<file path="src/verilog/cl_hello_pkg.sv">
//--------------------
// Shared widths, register map and bus structs for the hello block
// AXI-Lite is single beat and write strobes are not carried
// Response codes are always OKAY
//--------------------
`default_nettype none

package cl_hello_pkg;

  // Widths with a meaning
  typedef logic [31:0] axil_addr_t;
  typedef logic [31:0] axil_data_t;
  typedef logic [1:0]  axil_resp_t;
  typedef logic [15:0] led_t;
  typedef logic [27:0] cmd_id_t;

  // Register map defaults, overridden from the top level
  localparam axil_addr_t HELLO_ADDR_DEF = 32'h0000_0500;
  localparam axil_addr_t VLED_ADDR_DEF  = 32'h0000_0504;
  localparam axil_data_t UNIMPL_VALUE   = 32'hDEAD_BEEF;

  // Command opcodes, codes 4 to 7 all fold into MSC
  typedef enum logic [2:0] {
    DEL = 3'd0,
    ADD = 3'd1,
    SET = 3'd2,
    RDC = 3'd3,
    MSC = 3'd4
  } opcode_t;

  // Same bit layout as the command register word
  typedef struct packed {
    opcode_t opcode;
    logic    mode;
    cmd_id_t id;
  } hello_cmd_t;

  // Master driven side
  typedef struct packed {
    logic       awvalid;
    axil_addr_t awaddr;
    logic       wvalid;
    axil_data_t wdata;
    logic       bready;
    logic       arvalid;
    axil_addr_t araddr;
    logic       rready;
  } axil_req_t;

  // Slave driven side
  typedef struct packed {
    logic       awready;
    logic       wready;
    logic       bvalid;
    axil_resp_t bresp;
    logic       arready;
    logic       rvalid;
    axil_data_t rdata;
    axil_resp_t rresp;
  } axil_rsp_t;

endpackage

`default_nettype wire

</file>
<file path="src/verilog/cl_hello_top.sv">
//--------------------
// Hello register block top level
// Reset must arrive already synchronous to clk_main_a0
// Register addresses set here and passed to the slave
//--------------------
`timescale 1ns/1ps
`default_nettype none

module cl_hello_top
  import cl_hello_pkg::*;
#(
  parameter axil_addr_t HELLO_ADDR = HELLO_ADDR_DEF,
  parameter axil_addr_t VLED_ADDR  = VLED_ADDR_DEF
) (
  input  logic      clk_main_a0,
  input  logic      rst_main_n_sync,
  input  axil_req_t axil_req,
  output axil_rsp_t axil_rsp,
  input  led_t      vdip,
  output led_t      vled
);

  // Internal links
  logic       cmd_wr;
  axil_data_t cmd_wdata;
  hello_cmd_t cmd;
  led_t       led_shadow;

  // Bus slave and register decode
  cl_ocl_regs #(
    .HELLO_ADDR (HELLO_ADDR),
    .VLED_ADDR  (VLED_ADDR)
  ) ocl_regs_i (
    .clk_main_a0     (clk_main_a0),
    .rst_main_n_sync (rst_main_n_sync),
    .axil_req        (axil_req),
    .axil_rsp        (axil_rsp),
    .cmd_wr          (cmd_wr),
    .cmd_wdata       (cmd_wdata),
    .cmd             (cmd),
    .led_shadow      (led_shadow)
  );

  // Command storage
  hello_cmd_reg cmd_reg_i (
    .clk_main_a0     (clk_main_a0),
    .rst_main_n_sync (rst_main_n_sync),
    .cmd_wr          (cmd_wr),
    .cmd_wdata       (cmd_wdata),
    .cmd             (cmd)
  );

  // LED shadow and DIP mask
  vled_ctrl vled_ctrl_i (
    .clk_main_a0     (clk_main_a0),
    .rst_main_n_sync (rst_main_n_sync),
    .cmd             (cmd),
    .vdip            (vdip),
    .led_shadow      (led_shadow),
    .vled            (vled)
  );

endmodule

`default_nettype wire

</file>
<file path="src/verilog/cl_ocl_regs.sv">
//--------------------
// AXI-Lite register slave, one write and one read in flight at most
// Writes outside HELLO_ADDR are accepted and dropped
// Unmapped reads return UNIMPL_VALUE with an OKAY response
//--------------------
`timescale 1ns/1ps
`default_nettype none

module cl_ocl_regs
  import cl_hello_pkg::*;
#(
  parameter axil_addr_t HELLO_ADDR = HELLO_ADDR_DEF,
  parameter axil_addr_t VLED_ADDR  = VLED_ADDR_DEF
) (
  input  logic       clk_main_a0,
  input  logic       rst_main_n_sync,
  input  axil_req_t  axil_req,
  output axil_rsp_t  axil_rsp,
  output logic       cmd_wr,
  output axil_data_t cmd_wdata,
  input  hello_cmd_t cmd,
  input  led_t       led_shadow
);

  //--------------------
  // Write channel
  //--------------------
  logic       wr_active;
  axil_addr_t wr_addr;
  logic       awready;
  logic       wready;
  logic       bvalid;
  logic       aw_hs;

  // Address accepted only when no write is open
  assign awready = !wr_active;
  assign aw_hs   = axil_req.awvalid && awready;
  // Data taken once per write, blocked while B is waiting
  assign wready  = wr_active && axil_req.wvalid && !bvalid;

  always_ff @(posedge clk_main_a0) begin
    if (!rst_main_n_sync) begin
      wr_active <= 1'b0;
    end else if (bvalid && axil_req.bready) begin
      wr_active <= 1'b0;
    end else if (aw_hs) begin
      wr_active <= 1'b1;
    end
  end

  // Captured write address
  always_ff @(posedge clk_main_a0) begin
    if (aw_hs) begin
      wr_addr <= axil_req.awaddr;
    end
  end

  // B rises the cycle after the data beat, held until bready
  always_ff @(posedge clk_main_a0) begin
    if (!rst_main_n_sync) begin
      bvalid <= 1'b0;
    end else if (bvalid && axil_req.bready) begin
      bvalid <= 1'b0;
    end else if (wready) begin
      bvalid <= 1'b1;
    end
  end

  // Command strobe on the data beat
  assign cmd_wr    = wready && (wr_addr == HELLO_ADDR);
  assign cmd_wdata = axil_req.wdata;

  //--------------------
  // Read channel
  //--------------------
  logic       rd_pend;
  axil_addr_t rd_addr;
  logic       arready;
  logic       ar_hs;
  logic       rvalid;
  axil_data_t rdata;
  axil_data_t rd_mux;

  // No new address until R has been taken
  assign arready = !rd_pend && !rvalid;
  assign ar_hs   = axil_req.arvalid && arready;

  always_ff @(posedge clk_main_a0) begin
    if (!rst_main_n_sync) begin
      rd_pend <= 1'b0;
    end else begin
      rd_pend <= ar_hs;
    end
  end

  always_ff @(posedge clk_main_a0) begin
    if (ar_hs) begin
      rd_addr <= axil_req.araddr;
    end
  end

  // Read data select
  always_comb begin
    if (rd_addr == HELLO_ADDR) begin
      rd_mux = axil_data_t'(cmd);
    end else if (rd_addr == VLED_ADDR) begin
      rd_mux = {16'h0000, led_shadow};
    end else begin
      rd_mux = UNIMPL_VALUE;
    end
  end

  // R one cycle after the address, data frozen while held
  always_ff @(posedge clk_main_a0) begin
    if (!rst_main_n_sync) begin
      rvalid <= 1'b0;
    end else if (rd_pend) begin
      rvalid <= 1'b1;
    end else if (rvalid && axil_req.rready) begin
      rvalid <= 1'b0;
    end
  end

  always_ff @(posedge clk_main_a0) begin
    if (rd_pend) begin
      rdata <= rd_mux;
    end
  end

  // Response bundle
  always_comb begin
    axil_rsp.awready = awready;
    axil_rsp.wready  = wready;
    axil_rsp.bvalid  = bvalid;
    axil_rsp.bresp   = 2'b00;
    axil_rsp.arready = arready;
    axil_rsp.rvalid  = rvalid;
    axil_rsp.rdata   = rdata;
    axil_rsp.rresp   = 2'b00;
  end

endmodule

`default_nettype wire

</file>
<file path="src/verilog/hello_cmd_reg.sv">
//--------------------
// Command register with opcode decode
// Codes 4 to 7 are stored as MSC, so reads see them as 4
//--------------------
`timescale 1ns/1ps
`default_nettype none

module hello_cmd_reg
  import cl_hello_pkg::*;
(
  input  logic       clk_main_a0,
  input  logic       rst_main_n_sync,
  input  logic       cmd_wr,
  input  axil_data_t cmd_wdata,
  output hello_cmd_t cmd
);

  opcode_t opc_dec;

  // Top three data bits to opcode
  always_comb begin
    case (cmd_wdata[31:29])
      3'd0:    opc_dec = DEL;
      3'd1:    opc_dec = ADD;
      3'd2:    opc_dec = SET;
      3'd3:    opc_dec = RDC;
      default: opc_dec = MSC;
    endcase
  end

  //--------------------
  // Storage
  //--------------------
  // Updated on the edge after the strobe cycle
  always_ff @(posedge clk_main_a0) begin
    if (!rst_main_n_sync) begin
      cmd.opcode <= DEL;
      cmd.mode   <= 1'b0;
      cmd.id     <= '0;
    end else if (cmd_wr) begin
      cmd.opcode <= opc_dec;
      cmd.mode   <= cmd_wdata[28];
      cmd.id     <= cmd_wdata[27:0];
    end
  end

endmodule

`default_nettype wire

</file>
<file path="src/verilog/vled_ctrl.sv">
//--------------------
// Virtual LED path
// DIP to vled takes 3 cycles and cmd to vled takes 2
//--------------------
`timescale 1ns/1ps
`default_nettype none

module vled_ctrl
  import cl_hello_pkg::*;
(
  input  logic       clk_main_a0,
  input  logic       rst_main_n_sync,
  input  hello_cmd_t cmd,
  input  led_t       vdip,
  output led_t       led_shadow,
  output led_t       vled
);

  // Two stage synchronizer for the DIP switches
  led_t vdip_q1;
  led_t vdip_q2;

  always_ff @(posedge clk_main_a0) begin
    if (!rst_main_n_sync) begin
      vdip_q1 <= '0;
      vdip_q2 <= '0;
    end else begin
      vdip_q1 <= vdip;
      vdip_q2 <= vdip_q1;
    end
  end

  //--------------------
  // Shadow and output
  //--------------------
  // Shadow follows the low half of the command word
  always_ff @(posedge clk_main_a0) begin
    if (!rst_main_n_sync) begin
      led_shadow <= '0;
      vled       <= '0;
    end else begin
      led_shadow <= cmd.id[15:0];
      // Masked by synchronized DIP bits
      vled       <= led_shadow & vdip_q2;
    end
  end

endmodule

`default_nettype wire
</file>
<file path="config.mk">
export PLATFORM = sky130hd
export DESIGN_NAME = cl_hello_top
export DESIGN_NICKNAME = d
export VERILOG_FILES = /design/src/verilog/cl_hello_pkg.sv /design/src/verilog/cl_hello_top.sv /design/src/verilog/cl_ocl_regs.sv /design/src/verilog/hello_cmd_reg.sv /design/src/verilog/vled_ctrl.sv
export SDC_FILE = /design/constraint.sdc
export NUM_CORES = 1
export LEC_CHECK = 0
export BUFFER_PORTS_ARGS = -buffer_cell sky130_fd_sc_hd__buf_2
export CORE_MARGIN = 8
export CORE_UTILIZATION = 53
export DETAILED_ROUTE_END_ITERATION = 7
export GPL_TIMING_DRIVEN = 0
export HOLD_SLACK_MARGIN = 0.1
export PLACE_DENSITY = 0.79
export SLEW_MARGIN = 40
export SYNTH_ARGS = -nofsm -noshare
export SYNTH_HDL_FRONTEND = slang
export SYNTH_HIERARCHICAL = 1
export SYNTH_SLANG_ARGS = --single-unit
</file>
<file path="constraint.sdc">
create_clock -name clk_main_a0 -period 2.98 [get_ports clk_main_a0]
set_input_delay 0.447 -clock clk_main_a0 [delete_from_list [all_inputs] [get_ports clk_main_a0]]
set_output_delay 0.447 -clock clk_main_a0 [all_outputs]
set_load 0.03 [all_outputs]
</file>
==> results of run 1 <==
## report_power, final
group	switching (mW)	internal (mW)	leakage [nW]
logic	0.149	0.133	1.39
clock network	1.04	1.16	0.287
registers	0.0386	2.92	1.68
## path summary, 6_finish.rpt
kind / from / end / cells after the start
min: axil_req[70] / ocl_regs_i/wr_addr[2]$_DFFE_PP_ / 1
max reg2reg: ocl_regs_i/wr_addr[4]$_DFFE_PP_ / cmd_reg_i/cmd[4]$_SDFFE_PN0P_ / 7
min reg2reg: vled_ctrl_i/vdip_q1[6]$_SDFF_PN0_ / vled_ctrl_i/vdip_q2[6]$_SDFF_PN0_ / 1
max: ocl_regs_i/rd_pend$_SDFF_PN0_ / axil_rsp[35] / 3
## synthesized netlist by cell type, drive strengths merged
master	n	share of area
and3b	1	0.0012
dfxtp	100	0.28
nand4b	2	0.0024
nor2	1	0.00052
and3	17	0.017
nor4bb	1	0.0014
nand4	3	0.0035
o211a	1	0.0014
nand3	25	0.031
and2	49	0.043
nor3	5	0.0035
nand3b	2	0.0021
nor4	17	0.022
buf	54	0.066
o21a	2	0.0021
nor4b	2	0.0066
mux2i	46	0.064
nor2b	33	0.029
clkbuf	10	0.0063
conb	1	0.00052
nand2	4	0.0021
nand2b	11	0.0096
and4	2	0.0024
inv	6	0.0031
edfxtp	96	0.40
## flip-flops by register name, indices dropped and copies added, names as in the netlist
signal                  count
vled_ctrl_i/vled           16
ocl_regs_i/rd_addr         32
vled_ctrl_i/vdip_q1        16
ocl_regs_i/rd_pend          1
cmd_reg_i/cmd              32
ocl_regs_i/rdata           32
ocl_regs_i/wr_addr         32
ocl_regs_i/wr_active        1
vled_ctrl_i/led_shadow     16
ocl_regs_i/bvalid           1
vled_ctrl_i/vdip_q2        16
ocl_regs_i/rvalid           1
## layer usage
layer	up-vias	wire length, µm	part of all wire
met5	-	0	0
met4	0	192	0.013
met3	12	1060	0.073
met2	137	7390	0.51
met1	1927	5920	0.41
li1	2005	-	-
## critical path, stage by stage (launching register included)
cell,delay [ns]
dfxtp_2,0.58
nor2_1,0.14
buf_4,0.15
buf_2,0.17
## cell type report
class	count	area share
multi-input cells	228	0.204
clock inverters	14	0.0147
clock buffers	18	0.0515
flip-flops and latches	196	0.559
well taps	176	0.0252
repair buffers	141	0.0844
inverters	6	0.00257
plain buffers	64	0.0595
## cells by family after synthesis
| family | share of synthesized area |
|---|---|
| multiplexers | 0.0641 |
| AO/OA/AOI/OAI | 0.00348 |
| AND/OR/NAND/NOR | 0.177 |
| flip-flops | 0.680 |
| buffers and inverters | 0.0755 |
| other | 0.000522 |
==> metrics, run 1 <==
Tmin final=about 1.9 ns; Initial Util=0.543; Synth cell types=34; required time of the worst setup path=around 2.5 ns; floorplan row count=42; status=complete, no violations; Avg Cell Area, Syn=approximately 15 µm²; vias in the first global route=between 4000 and 5000; DRC Markers=0; Critical Path Start Type=register; cell count after placement=about 810; postcts setup bufs=0; Initial DRT Pass Iterations=4; Pleak=3.36 nW; post-route non-filler standard cell count=between 800 and 900; met3 usage=0.0712; multi-input logic area=approximately 0.0018 mm²; FMAX=524 MHz; # H-tree levels=4; IO buf count=approximately 140; dpl ws=about 1.1 ns; area occupied by registers=0.00489 mm²; met1 Use GR=0.185; register area share after synthesis=0.680; GR Overflow Total=0; layout cells sized above 1=0.417; Max Buffers Root-to-Sink=2; Synth Register Bits=a little under 200; max_cap viols=0; Final WS setup=about 1.1 ns; clock sinks=196; slew margin rel.=0.517; most frequent cells in the layout=142 x buf_2, 99 x dfxtp_1, 96 x edfxtp_1; Worst Hold Class=in2reg; post-DP HPWL=roughly 11000 µm; busiest grt layer=met2; Mapped Area=a little over 0.007 mm²; Final Setup Violations=0; total chip power=5.44 mW; Critical Path End Type=output port; Filler cells=just under 1000; DR iter-0 viols=around 210; Post-Synthesis Cells=491; Final Hold Viols=0; critical path class=reg2out; final worst path period share=0.641; CTS tree=built; Die X=approximately 130 µm; first-pass GRT wire length=roughly 23000 µm; total number of vias=about 4100; I/O pin cnt=176; R2R Setup Slk=1.07 ns; DR WL/cell=17.3 µm; initial antenna violation count=0; die height=between 100 and 150 µm; fin nets=just under 800; Routed Antenna Nets=0; post-route cell area=0.00875 mm²; largest net degree at the start of global routing=33; Placer Congestion=0.756; CTS Buf Count=17; Ant. Diodes=0; clk_lat worst skew=about 0.43 ns; WP data arrival=approximately 1.5 ns; clk_skew=a little over 0.008 ns; placed inst area=approximately 0.008 mm²; Core Region=0.0132 mm²; most common cell after layout, fill and taps aside=buf_2; GRT Resource Usage Total=0.170; Layout Utilization=0.661; clk slew on worst S/H paths=0.07 ns; setup_tns=0 ns; Max Transition Viols Final=0; Total Die Area=approximately 0.018 mm²; pwr dens=between 600 and 700 mW/mm²; actual slew at the worst max-slew pin=a little over 0.7 ns; worst vdd ir=0.000444 V; DR vias/cell=between 4 and 5; cts hold-fix bufs=0; crit-path max FO=13; Total Routed Length=about 15000 µm; hold_ws=approximately 0.19 ns; PostCTS Resize Cnt=0; Area Growth Syn to Fin=21.7%; RSZ-0062 raised after global routing=no; Yosys Warn Count=6; Clk Tree Root Cell=clkbuf_16; GRT met2 Usage=0.295
Note: power is estimated with default switching activity, not from simulation.
==> run 2: changes to the inputs <==
==> constraint.sdc (replaced) <==
create_clock -name clk_main_a0 -period 1.8 [get_ports clk_main_a0]
set_input_delay 0.27 -clock clk_main_a0 [delete_from_list [all_inputs] [get_ports clk_main_a0]]
set_output_delay 0.27 -clock clk_main_a0 [all_outputs]
set_load 0.03 [all_outputs]
==> run 2 against run 1 <==
Net effect:
- utilization is 8.6 points higher
- final area is 13% higher
- sequential share of layout area is 6.4 points lower
- count of clock-buffer cells in the layout is 1 lower
- first-iteration DRC count is 33% higher
- die area stayed put
- flip-flop and latch count stayed put
- setup slack worse by 1.0 ns
- global-route usage is 2.6 points higher
- via count is 12% higher
- cell count is 12% higher
- critical path depth is 4 higher
- largest power group unchanged
==> metrics, run 2 (synthesized netlist as in run 1, its figures left out) <==
status=complete, no violations; slew margin rel.=0.499 (-0.0178); IO buf count=139 (unchanged); RSZ-0062 raised after global routing=yes; pwr dens=941 mW/mm² (+51%); clk slew on worst S/H paths=0.07 ns (about the same); combinational share of power=0.071 (+0.019); Max Transition Viols Final=0 (unchanged); number of cells on the worst reg-to-reg path=7 (unchanged); Critical Path Start Type=register; CTS tree=built; Pleak=3.82 nW (+14%); largest net degree at the start of global routing=35 (+6.1%); clk_skew=0.0100 ns (+0.00180 ns); Layout Utilization=0.747 (+0.0865); Tmin final=between 1.5 and 2 ns; sequential power share=0.529 (-0.015); DR vias/cell=4.85 (+0.22%); Area Growth Syn to Fin=37.6%; Routed Antenna Nets=0 (unchanged); clock power share=0.400 (-0.004); clock sinks=196 (unchanged); clk_lat worst skew=0.43 ns (about the same); DR WL/cell=18.4 µm (+6.2%); most frequent cells in the layout=142 x buf_2, 98 x dfxtp_1, 96 x dlygate4sd3_1, 96 x edfxtp_1, 48 x and2_1; hold path cells=3 (+2); switching share of total power=0.228 (+0.00257); Placer Congestion=0.759 (+0.45%); Switch Pwr=2.12 mW (+73%); Final Setup Violations=0 (unchanged); CTS Buf Count=17 (unchanged); Die X=132 µm (unchanged); crit-path max FO=7 (-6); floorplan row count=42 (unchanged); GR Overflow Total=0 (unchanged); worst vdd ir=0.000853 V (+92%); actual slew at the worst max-slew pin=0.752 ns (+0.0267 ns); I/O pin cnt=176 (unchanged); first-pass GRT wire length=26700 µm (+16%); layout cells sized above 1=0.388 (-0.0288); Worst Hold Class=in2reg; total number of vias=4585 (+12%); fin nets=874 (+13%); max_cap viols=0 (unchanged); area occupied by registers=0.00489 mm² (about the same); DRC Markers=0 (unchanged); most common cell after layout, fill and taps aside=buf_2; multi-input logic area=0.00186 mm² (+4.4%); Final Hold Viols=0 (unchanged); post-DP HPWL=10700 µm (-1.0%); GRT Resource Usage Total=0.197 (+0.0263); Initial Util=0.543 (unchanged); FMAX=574 MHz; hold_ws=0.118 ns (-0.0678 ns); # H-tree levels=4 (unchanged); DR iter-0 viols=284 (+33%); placed inst area=0.00813 mm² (-0.52%); final worst path period share=0.968; die height=132 µm (unchanged); Clk Tree Root Cell=clkbuf_16; cell count after placement=809 (-0.25%); Max Buffers Root-to-Sink=2 (unchanged); Critical Path End Type=register; total chip power=9.31 mW (+71%); Total Routed Length=17300 µm (+19%); required time of the worst setup path=2.12 ns (-0.41 ns); Core Region=0.0132 mm² (unchanged); critical path class=reg2reg; post-route cell area=0.00989 mm² (+13%); Total Die Area=0.0175 mm² (unchanged); WP data arrival=2.06 ns (+0.60 ns); Initial DRT Pass Iterations=4 (unchanged); post-route non-filler standard cell count=945 (+12%); Filler cells=851 (-12%); internal power=7.19 mW (+70%); vias in the first global route=5082 (+13%); initial antenna violation count=1 (+1)
[run 2: cell count changes in the layout (fill, tap and decap cells not counted), moves of 2 or more]
cell,previous run,this run
mux2i_2,0,2
dlygate4sd3_1,0,96
inv_8,5,2
mux2i_1,46,43
nor4_2,3,10
buf_4,42,45
clkinv_8,0,2
nor4_1,12,5
[run 2: critical path, cell delays in order, from the launching register on]
cell and delay (ns):
edfxtp_1 0.39, nor4_2 0.28, nand4_1 0.17, nor3_2 0.17, buf_6 0.20, buf_12 0.14
mux2i_4 0.22, nor2b_1 0.06
[run 2: final timing paths]
kind                                     start                                 to  slack [ns]
max           ocl_regs_i/wr_addr[27]$_DFFE_PP_     cmd_reg_i/cmd[13]$_SDFFE_PN0P_        0.06
min                               axil_req[49]     cmd_reg_i/cmd[14]$_SDFFE_PN0P_        0.12
max reg2reg   ocl_regs_i/wr_addr[27]$_DFFE_PP_     cmd_reg_i/cmd[13]$_SDFFE_PN0P_        0.06
min reg2reg  vled_ctrl_i/vdip_q1[2]$_SDFF_PN0_  vled_ctrl_i/vdip_q2[2]$_SDFF_PN0_        0.43
[run 2: layout make-up]
class	instances	area share
timing repair buffer	242	0.180
inverter	6	0.00228
tap	176	0.0223
buffer	64	0.0526
antenna	1	0.000253
multi-input combinational	228	0.188
sequential	196	0.494
clock buffer	17	0.0430
clock inverter	15	0.0169
[run 2: per-stage QoR]
stage | TNS [ns] | setup slack, ns
5_1_grt | -1.73 | -0.0890
4_1_cts | 0 | 0.00731
3_3_place_gp | -1.21 | -0.0466
6_report | 0 | 0.0576
2_1_floorplan | 0 | 0.212
3_5_place_dp | -6.00 | -0.140
[run 2: metal layers]
| layer | wire length, µm | GRT usage |
|---|---|---|
| met1 | 6470 | 0.205 |
| met2 | 9440 | 0.357 |
| met3 | 1070 | 0.0587 |
| met4 | 362 | 0.0877 |
| met5 | 0 | 0 |
[run 2: what timing repair did]
action	CTS	global route
hold endpoints to repair	96	0
pin swaps	2	7
endpoints found under the setup margin	61	67
gates cloned	0	2
hold buffers	96	0
buffers inserted	2	2
resized for setup	6	11
[run 2: power groups by stage]
stage / registers (mW) / clock network (mW) / logic [mW]
finish: 4.92 / 3.73 / 0.660
global route: 4.93 / 4.00 / 0.704
CTS: 4.92 / 3.79 / 0.615
detailed placement: 5.02 / 0 / 0.447
global placement: 5.01 / 0 / 0.431
floorplan: 5.04 / 0 / 0.228
